[config.mk]
export PLATFORM = sky130hd
export DESIGN_NAME = cache_exec
export DESIGN_NICKNAME = d
export VERILOG_FILES = /design/src/design/cache_pkg.sv /design/src/design/node_pkg.sv /design/src/design/cache_exec.sv
export VERILOG_INCLUDE_DIRS = /design/src /design/src/design
export SDC_FILE = /design/constraint.sdc
export NUM_CORES = 2
export LEC_CHECK = 0
export BUFFER_PORTS_ARGS = -buffer_cell sky130_fd_sc_hd__buf_2
export CELL_PAD_IN_SITES_DETAIL_PLACEMENT = 2
export CELL_PAD_IN_SITES_GLOBAL_PLACEMENT = 2
export CORE_MARGIN = 2
export CORE_UTILIZATION = 42
export CTS_CLUSTER_DIAMETER = 50
export DETAILED_ROUTE_END_ITERATION = 12
export PLACE_DENSITY_LB_ADDON = 0.2
export SLEW_MARGIN = 5
export SYNTH_ARGS = -nofsm -noshare
export SYNTH_HDL_FRONTEND = slang
export SYNTH_SLANG_ARGS = --single-unit
[constraint.sdc]
create_clock -name clock_i -period 19.2 [get_ports clock_i]
set_clock_uncertainty 0.05 [all_clocks]
set_input_delay 0.96 -clock clock_i [delete_from_list [all_inputs] [get_ports clock_i]]
set_output_delay 0.96 -clock clock_i [all_outputs]
set_load 0.1 [all_outputs]
[src/design/cache_cfg.svh]
`ifndef CACHE_CFG_SVH
`define CACHE_CFG_SVH

// cache geometry.
`define CACHE_SETS 16

// words per line and per dma burst.
`define BLOCK_WORDS 4

// mock memory depth in 32-bit words, byte address wraps at 16 KiB.
`define MEM_WORDS 4096

// idle cycles between request accept and the first beat.
`define MEM_LATENCY 3

// word w of the mock memory starts as this value plus w.
`define MEM_FILL_BASE 32'h1000_0000

`endif
[src/design/cache_pkg.sv]
`include "cache_cfg.svh"

package cache_pkg;

  localparam int INDEX_W = $clog2(`CACHE_SETS);
  localparam int WOFF_W = $clog2(`BLOCK_WORDS);
  localparam int BOFF_W = 2;
  localparam int TAG_W = 32 - INDEX_W - WOFF_W - BOFF_W;

  // lookup view of a byte address.
  typedef struct packed {
    logic [TAG_W-1:0] tag;
    logic [INDEX_W-1:0] index;
    logic [WOFF_W-1:0] word_off;
    logic [BOFF_W-1:0] byte_off;
  } cache_addr_s;

  // flat byte address for dma and memory, fields for cache lookup.
  typedef union packed {
    logic [31:0] flat;
    cache_addr_s f;
  } cache_addr_u;

  // one tag array entry.
  typedef struct packed {
    logic [TAG_W-1:0] tag;
    logic valid;
    logic dirty;
  } line_state_s;

endpackage

[src/design/node_pkg.sv]
package node_pkg;

  // command and response packet widths.
  localparam int PKT_W = 80;
  localparam int RESP_PAD_W = 48; // zero bits above the 32-bit result.

  // command field widths.
  localparam int ADDR_W = 32;
  localparam int DATA_W = 32;
  localparam int INSTR_W = 4;
  localparam int SIZE_W = 2;

  // command field positions.
  localparam int SIGEXT_BIT = 70;
  localparam int SIZE_LSB = 68;
  localparam int INSTR_LSB = 64;
  localparam int ADDR_LSB = 32;
  localparam int DATA_LSB = 0;

  // any opcode outside these two is a no-op.
  typedef enum logic [INSTR_W-1:0] {
    OP_LOAD = 4'h0,
    OP_STORE = 4'h1
  } instr_e;

  // size 3 on the wire is folded into SZ_WORD by the decoder.
  typedef enum logic [SIZE_W-1:0] {
    SZ_BYTE = 2'd0,
    SZ_HALF = 2'd1,
    SZ_WORD = 2'd2
  } size_e;

endpackage

[src/design/cache_exec.sv]
`timescale 1ns/1ns
`include "cache_cfg.svh"

module cache_exec
  import node_pkg::*, cache_pkg::*;
(
  input clock_i
  ,input rst_i
  ,input dec_v_i
  ,output logic dec_ready_o
  ,input instr_e dec_instr_i
  ,input size_e dec_size_i
  ,input dec_sigext_i
  ,input [31:0] dec_addr_i
  ,input [31:0] dec_data_i
  ,output logic ex_v_o
  ,input ex_ready_i
  ,output logic [31:0] ex_word_o
  ,output logic [1:0] ex_byte_off_o
  ,output size_e ex_size_o
  ,output logic ex_sigext_o
  ,output logic dma_req_v_o
  ,output logic dma_req_write_not_read_o
  ,output logic [31:0] dma_req_addr_o
  ,input dma_req_yumi_i
  ,input dma_read_v_i
  ,input [31:0] dma_read_data_i
  ,output logic dma_read_ready_o
  ,output logic dma_write_v_o
  ,output logic [31:0] dma_write_data_o
  ,input dma_write_yumi_i
);

  localparam logic [2:0] S_IDLE = 3'd0;
  localparam logic [2:0] S_WB_REQ = 3'd1;
  localparam logic [2:0] S_WB_DATA = 3'd2;
  localparam logic [2:0] S_FILL_REQ = 3'd3;
  localparam logic [2:0] S_FILL_DATA = 3'd4;
  localparam logic [2:0] S_DONE = 3'd5;

  logic [2:0] state_r;
  line_state_s tags_r [`CACHE_SETS];
  logic [31:0] data_r [`CACHE_SETS][`BLOCK_WORDS];
  instr_e op_instr_r;
  size_e op_size_r;
  logic op_sigext_r;
  logic [31:0] op_addr_r;
  logic [31:0] op_data_r;
  logic [WOFF_W-1:0] beat_r;

  instr_e cur_instr;
  size_e cur_size;
  logic cur_sigext;
  cache_addr_u cur_a;
  logic [31:0] cur_data;
  line_state_s cur_line;
  cache_addr_u req_a;
  logic [3:0] be;
  logic [31:0] merged;
  logic out_free;
  logic is_mem;
  logic hit;
  logic go;
  logic do_op;
  logic last_beat;

  // idle works on the incoming op, every other state on the latched miss.
  always_comb begin
    if (state_r == S_IDLE) begin
      cur_instr = dec_instr_i;
      cur_size = dec_size_i;
      cur_sigext = dec_sigext_i;
      cur_a = dec_addr_i;
      cur_data = dec_data_i;
    end else begin
      cur_instr = op_instr_r;
      cur_size = op_size_r;
      cur_sigext = op_sigext_r;
      cur_a = op_addr_r;
      cur_data = op_data_r;
    end
  end

  assign cur_line = tags_r[cur_a.f.index];
  assign out_free = !ex_v_o || ex_ready_i;
  assign dec_ready_o = (state_r == S_IDLE) && out_free;
  assign is_mem = (cur_instr == OP_LOAD) || (cur_instr == OP_STORE);
  assign hit = cur_line.valid && (cur_line.tag == cur_a.f.tag);
  assign go = (state_r == S_IDLE) ? (dec_v_i && out_free) : ((state_r == S_DONE) && out_free);
  assign do_op = go && (!is_mem || hit); // always a hit in S_DONE.
  assign last_beat = (beat_r == WOFF_W'(`BLOCK_WORDS - 1));

  always_comb begin
    case (cur_size)
      SZ_BYTE: be = 4'b0001 << cur_a.f.byte_off;
      SZ_HALF: be = 4'b0011 << cur_a.f.byte_off;
      default: be = 4'b1111;
    endcase
    merged = data_r[cur_a.f.index][cur_a.f.word_off];
    for (int i = 0; i < 4; i++) begin
      if (be[i]) begin
        merged[8*i +: 8] = cur_data[8*i +: 8];
      end
    end
  end

  // block address of the victim or of the line being filled.
  always_comb begin
    req_a.flat = '0;
    req_a.f.index = cur_a.f.index;
    req_a.f.tag = (state_r == S_WB_REQ) ? cur_line.tag : cur_a.f.tag;
  end

  assign dma_req_v_o = (state_r == S_WB_REQ) || (state_r == S_FILL_REQ);
  assign dma_req_write_not_read_o = (state_r == S_WB_REQ);
  assign dma_req_addr_o = req_a.flat;
  assign dma_write_v_o = (state_r == S_WB_DATA);
  assign dma_write_data_o = data_r[cur_a.f.index][beat_r];
  assign dma_read_ready_o = (state_r == S_FILL_DATA);

  always_ff @(posedge clock_i) begin
    if (rst_i) begin
      state_r <= S_IDLE;
      beat_r <= '0;
      ex_v_o <= 1'b0;
      for (int s = 0; s < `CACHE_SETS; s++) begin
        tags_r[s] <= '0;
      end
    end else begin
      case (state_r)
        S_IDLE: begin
          if (go && !do_op) begin
            state_r <= (cur_line.valid && cur_line.dirty) ? S_WB_REQ : S_FILL_REQ;
          end
        end
        S_WB_REQ: begin
          if (dma_req_yumi_i) begin
            state_r <= S_WB_DATA;
            beat_r <= '0;
          end
        end
        S_WB_DATA: begin
          if (dma_write_yumi_i) begin
            beat_r <= beat_r + 1'b1;
            if (last_beat) state_r <= S_FILL_REQ;
          end
        end
        S_FILL_REQ: begin
          if (dma_req_yumi_i) begin
            state_r <= S_FILL_DATA;
            beat_r <= '0;
          end
        end
        S_FILL_DATA: begin
          if (dma_read_v_i) begin
            beat_r <= beat_r + 1'b1;
            if (last_beat) begin
              tags_r[cur_a.f.index] <= '{tag: cur_a.f.tag, valid: 1'b1, dirty: 1'b0};
              state_r <= S_DONE;
            end
          end
        end
        S_DONE: if (go) state_r <= S_IDLE;
        default: state_r <= S_IDLE;
      endcase
      if (do_op) begin
        ex_v_o <= 1'b1;
        if (cur_instr == OP_STORE) tags_r[cur_a.f.index].dirty <= 1'b1;
      end else if (ex_ready_i) begin
        ex_v_o <= 1'b0;
      end
    end
  end

  always_ff @(posedge clock_i) begin
    if (dec_v_i && dec_ready_o) begin
      op_instr_r <= dec_instr_i;
      op_size_r <= dec_size_i;
      op_sigext_r <= dec_sigext_i;
      op_addr_r <= dec_addr_i;
      op_data_r <= dec_data_i;
    end
    if (do_op) begin
      if (cur_instr == OP_LOAD) begin
        ex_word_o <= data_r[cur_a.f.index][cur_a.f.word_off];
        ex_byte_off_o <= cur_a.f.byte_off;
        ex_size_o <= cur_size;
        ex_sigext_o <= cur_sigext;
      end else begin
        ex_word_o <= '0; // stores and no-ops answer zero.
        ex_byte_off_o <= '0;
        ex_size_o <= SZ_WORD;
        ex_sigext_o <= 1'b0;
      end
      if (cur_instr == OP_STORE) data_r[cur_a.f.index][cur_a.f.word_off] <= merged;
    end
    if ((state_r == S_FILL_DATA) && dma_read_v_i) begin
      data_r[cur_a.f.index][beat_r] <= dma_read_data_i;
    end
  end

endmodule

# After elaboration in Yosys (flattened, before gate mapping)
# Memories as Yosys holds them, arrays and structs flattened.
# Cells that the tools add are included.
[totals] word_cells=381 memories=2 inputBits=110 reg_bits=114 out_inout_bits=107 mem_bits_rw=2464
[op_classes] n_mux=184 magnitude_cmp=4 reduce_logical=27 n_shift=2 add_sub_neg=1 bitwise=131 eq_ne=18
[mem_list] name="data_r" depth=16 width=128 read_ports=1 rd_ports_with_merged_regs=0 write_ports=1 line="cache_exec.sv:43" text="logic [31:0] data_r [`CACHE_SETS][`BLOCK_WORDS];"
[mem_list] name="tags_r" depth=16 width=26 read_ports=1 rd_ports_with_merged_regs=0 write_ports=16 line="cache_exec.sv:42" text="line_state_s tags_r [`CACHE_SETS];"
[ops] op="128-bit 2-to-1 mux" n=2
[ops] op="32-bit 2-to-1 mux" n=8
[ops] op="1-bit 2-to-1 mux" n=145
[ops] op="1-bit OR" n=129
[ops] op="32-bit binary-select mux with 2-bit select" n=2
[ops] op="32-bit demux with 2-bit select" n=2
[ops] op="8-bit 2-to-1 mux" n=4
[ops] op="26-bit 2-to-1 mux" n=1
[ops] op="26-bit OR reduction" n=1
[ops] op="24-bit == test" n=1
[ops] op="24-bit 2-to-1 mux" n=1
[ops] op="3-bit 2-to-1 mux" n=8
[ops] op="3-bit one-hot mux with 6 select lines" n=1
[ops] op="2-bit 2-to-1 mux" n=6
[ops] op="2-bit by 1-bit != test with 1-bit output (second input constant)" n=6
[ops] op="1-bit logical AND" n=11
[ops] op="4-bit 2-to-1 mux" n=2
[ops] op="4-bit one-hot mux with 2 select lines" n=1
[ops] op="8-bit AND reduction" n=1
[ops] op="3-bit by 2-bit == test with 1-bit output (second input constant)" n=2
[ops] op="3-bit == test (second input constant)" n=2
[ops] op="3-bit greater-or-equal comparator (second input constant)" n=2
[ops] op="3-bit by 1-bit less-than comparator with 1-bit output (second input constant)" n=2
[ops] op="2-bit != test (second input constant)" n=3
[ops] op="18 further kinds" n=24

# Logic depth before layout (Yosys ltp)
[logic_depth] word_depth=13 depth_mapped=17 mapped_depth_nobuf=11

# Least setup slack after synthesis
# No wires, ideal clock.
[synth_timing] path_kind="input to register" startpoint="in dec_addr_i[5]" endpoint="reg ex_byte_off_o[0], enable pin" cell_stages=13 path_buffers=3 required_ps=18662 setup_time_ps=488 slack_ps=12500 t_arrival_ps=6163 cell_sequence="buf_2 or4b_1 buf_2 buf_2 nand3_1 a21oi_1 nor4_1 o21a_1 o2111a_1 nor4bb_1 and4_1 nand4_1 a21boi_0"
[synth_via] elab_chain_cells=6
[synth_lines] element="start, declared" line="cache_exec.sv:14" text=",input [31:0] dec_addr_i"
[synth_lines] element="32-bit 2-to-1 mux (*)" line="cache_exec.sv:69" text="if (state_r == S_IDLE) begin"
[synth_lines] element="memory 16 x 26 bit (*)"
[synth_lines] element="24-bit == test" line="cache_exec.sv:88" text="assign hit = cur_line.valid && (cur_line.tag == cur_a.f.tag);"
[synth_lines] element="1-bit logical AND (*)" line="cache_exec.sv:88"
[synth_lines] element="1-bit logical OR (*)" line="cache_exec.sv:90" text="assign do_op = go && (!is_mem || hit);"
[synth_lines] element="1-bit logical AND (*)" line="cache_exec.sv:90"
[synth_lines] element="net do_op" line="cache_exec.sv:64" text="logic do_op;"
[synth_lines] element="end signal, assigned" line="cache_exec.sv:186" text="ex_byte_off_o <= cur_a.f.byte_off;"
[synth_lines] element="end, declared" line="cache_exec.sv:19" text=",output logic [1:0] ex_byte_off_o"
# The timed path passes the listed nets; every way through them passes the cells marked *.
# A chain may end at the register's enable or synchronous reset.

# Worst setup path after layout
[layout_timing] startpoint="reg state_r[2]" endpoint="out dma_write_data_o[17]"
[layout_via] elab_chain_cells=6
[layout_lines] element="start, declared" line="cache_exec.sv:41" text="logic [2:0] state_r;"
[layout_lines] element="start signal, assigned" line="cache_exec.sv:133" text="state_r <= (cur_line.valid && cur_line.dirty) ? S_WB_REQ : S_FILL_REQ;"
[layout_lines] element="3-bit zero test" line="cache_exec.sv:69"
[layout_lines] element="32-bit 2-to-1 mux" line="cache_exec.sv:69"
[layout_lines] element="memory 16 x 128 bit"
[layout_lines] element="32-bit binary-select mux with 2-bit select" line="cache_exec.sv:118" text="assign dma_write_data_o = data_r[cur_a.f.index][beat_r];"
[layout_lines] element="32-bit 2-to-1 mux (implied by the code) (2 in series)" line="cache_exec.sv:118"
[layout_lines] element="end, declared" line="cache_exec.sv:30" text=",output logic [31:0] dma_write_data_o"
# No other way between the ends. The select of a mux whose other input is x is not followed.

==> flow_summary.yaml <==
final_layout:
  fraction_of_final_layout_cells_sized_beyond_drive_strength_1_pct: 14.2
  area_delta_synth_final_pct: 15.1
  finalInstanceArea_um2: 130000
  design.final.nets: 9573
  final.fill_count: 26066
  mostFrequentLayoutCell: "edfxtp_1"
  stdcell_count: 13320
  most-common-layout-cells: "2556 x edfxtp_1, 2191 x nand2_1, 1139 x nand3_1, 551 x nor2_1, 376 x a21oi_1"
  multiInputGateArea_um2: 33600
  area_taken_by_flip_flops_and_latches_um2: 77200
outcome:
  run_status: "finished with violations"
  violations: "max-capacitance violations, max-slew violations"
synthesis:
  synthesis.instances: 9330
  yosys_register_bits: 2578
  number_of_distinct_library_cells_after_synthesis: 99
  postSynth.topFlopCell: "edfxtp_1"
  syn_avg_cell_area_um2: 12.1
  syn_area_um2: 113000
  synth_enable_flop_cells: 2556
  synth-async-reset-ratio_pct: 0
  synthesis.yosys.warnings: 0
  synth.yosys.seq_area_share_pct: 68.1
cts:
  cts_max_level: 5
  cts_setup_buffers: 0
  clock_tree.root_cell: "clkbuf_16"
  clk_path_buf_depth: 4
  clk_latency_ps: 940
  clock_buffer_count_from_cts: 331
  clkSlewWorstSetupHoldPaths_ps: 60
  clock-sinks: 2578
  cts_resized: 0
  clock_tree_from_tritoncts: "done"
  number_of_hold_buffers_added_after_cts: 0
grt:
  number_of_global_route_vias_before_repair: 91632
  grt_antenna_before_repair: 44
  met1_usage_pct: 44.0
  grt_max_degree: 177
  grt_util_all_layers_pct: 34.9
  top_usage_layer: "met2"
  globalRouteOverflowTotal: 0
  grt_pass1_wl_mm: 684
  grtUsageMet3_pct: 5.93
  grt_use_met2_pct: 57.4
sta:
  timing.final.hold_violations: 0
  tns_setup_ps: 0
  hold_ws_ps: 179
  max_slew.worst_pin.slew_ps: 1510
  rsz0062_at_grt: "no"
  layout_worst_path_cycle_share_pct: 49.0
  timing.fmax_mhz: 106
  final_setup_violation_count: 0
  slew-limit-headroom_pct: -1.57
  slew_viol_final: 3
  final_period_minus_worst_setup_slack_ps: 9410
critical_path:
  worstSetupStartpointType: "register"
  crit_required_ps: 18190
  worstPathMaxFanout: 150
  reg2reg_from: "state_r[2]$_SDFFE_PP0P_"
  setup.worst_path.end_class: "primary output"
  critPathKind: "reg2out"
  worst-endpoint-arrival_ps: 8400
  setup.worst_path.start: "state_r[2]$_SDFFE_PP0P_"
die:
  initial_core_util_pct: 42.2
  chipHeight_um: 523
  floorplan.die_area_um2: 274000
  floorplan.core_area_um2: 268000
  i_o_pin_total: 217
  floorplan.die.width_um: 523
  row_count: 190
power_and_ir_drop:
  cellInternalPower_w: 0.0147
  vdd_drop_max_v: 0.000202
  comb_power_share_pct: 49.3
  cellLeakagePower_nw: 46.3
  ratio_of_total_power_to_cell_area_nw_per_um2: 218
  share_seq_of_total_power_pct: 28.1
  power.clock.fraction_pct: 22.6
  power_switching_w: 0.0137
  swShare_pct: 48.3
hold_path:
  hold_removal_path_class: "in2reg"
  worstHoldStart: "dec_data_i[7]"
routing:
  wl_mm: 485
  vias_per_cell: 6.42
  initialDrtViolationCount: 10073
  first_pass_iters: 6
  drt.antenna.violating_nets: 0
  drt_drc_violations_left: 0
  vias: 85506
  wire_length_per_cell_after_detailed_routing_um: 36.4
placed_design:
  place.gp.congestion: 0.887
  placed_area_um2: 119000
  half_perimeter_wire_length_of_the_detailed_placement_result_mm: 282
  portBuffers: 212
  place.detailed.instances: 12677
flow_run:
  max_cap_violations: 1
## per-layer routing
metal | routed length (um) | part of all wire, %
met4 | 28200 | 5.8
met2 | 235000 | 48
met3 | 39500 | 8.1
met1 | 183000 | 38
met5 | 64 | 0.013
## cell type report
class | instances | area share (%)
antenna | 44 | 0.0845
clock buffer | 379 | 6.64
clock inverter | 219 | 1.82
inverter | 67 | 0.219
multi-input combinational | 5945 | 25.8
sequential | 2578 | 59.2
tap | 3552 | 3.41
timing repair buffer | 536 | 2.79
## critical path: stages (launching register included)
cell,delay (ps)
dfxtp_2,310
buf_4,290
nor4b_4,610
buf_4,520
nor2_4,300
inv_16,560
buf_4,840
buf_4,800
buf_4,680
nand3_1,150
a21oi_1,190
a21oi_1,70
o21ai_0,1080
mux4_2,510
inv_1,40
buf_2,280
## final timing paths
| check | endpoint | slack [ps] | cells after the start |
|---|---|---|---|
| max reg2reg | data_r[4][49]$_DFFE_PP_ | 10330 | 15 |
| max | dma_write_data_o[17] | 9790 | 15 |
| min | op_data_r[7]$_DFFE_PP_ | 180 | 1 |
| min reg2reg | tags_r[0][1]$_SDFFE_PP1P_ | 410 | 2 |
## power by group through the flow
stage / Combinational, W / Clock [W] / Sequential, W
2_1_floorplan: 0.00760 / 0 / 0.00824
3_3_place_gp: 0.0129 / 0 / 0.00811
3_5_place_dp: 0.0135 / 0 / 0.00812
4_1_cts: 0.0137 / 0.00646 / 0.00800
5_1_grt: 0.0145 / 0.00666 / 0.00800
6_report: 0.0140 / 0.00642 / 0.00800
## synthesized netlist by cell type, types with 86 or more instances
cell type | number | share of area (%)
a211oi_1 | 174 | 1.2
nor2_1 | 552 | 1.8
nand3_1 | 1139 | 5.0
edfxtp_1 | 2556 | 68
and3_1 | 86 | 0.47
nand2_1 | 2196 | 7.3
buf_1 | 104 | 0.34
clkbuf_1 | 396 | 1.3
mux2i_1 | 320 | 2.8
o21ai_0 | 233 | 1.0
buf_2 | 198 | 0.87
o211ai_1 | 113 | 0.75
mux4_2 | 129 | 2.6
a21oi_1 | 475 | 2.1
## cell families after synthesis
family / share of synthesized area [%]
and+or+nand+nor: 15.7
DFF: 68.1
AOI/OAI and AO/OA: 7.20
buffers and inverters: 3.11
muxes: 5.71
xor gates and xnor gates: 0.0928
adders and majority gates: 0.0442
other: 0.00331
## through the flow
stage                     total power (W)  utilization (%)  worst slack [ps]
after detailed placement           0.0216             44.4             10350
after global placement             0.0210             44.4             10640
after CTS                          0.0282             48.5             10090
after floorplan                    0.0158                -             12500
after global routing               0.0292             48.6              9800
final                              0.0284             48.6              9790
## registers in the layout (all words and copies together), names as in the netlist
register,flops
op_addr_r,32
op_data_r,32
ex_size_o,2
ex_v_o,1
state_r,3
op_instr_r,4
op_size_r,2
ex_word_o,32
op_sigext_r,1
beat_r,2
data_r,2048
ex_byte_off_o,2
tags_r,416
ex_sigext_o,1
(Power assumes the default switching activity.)
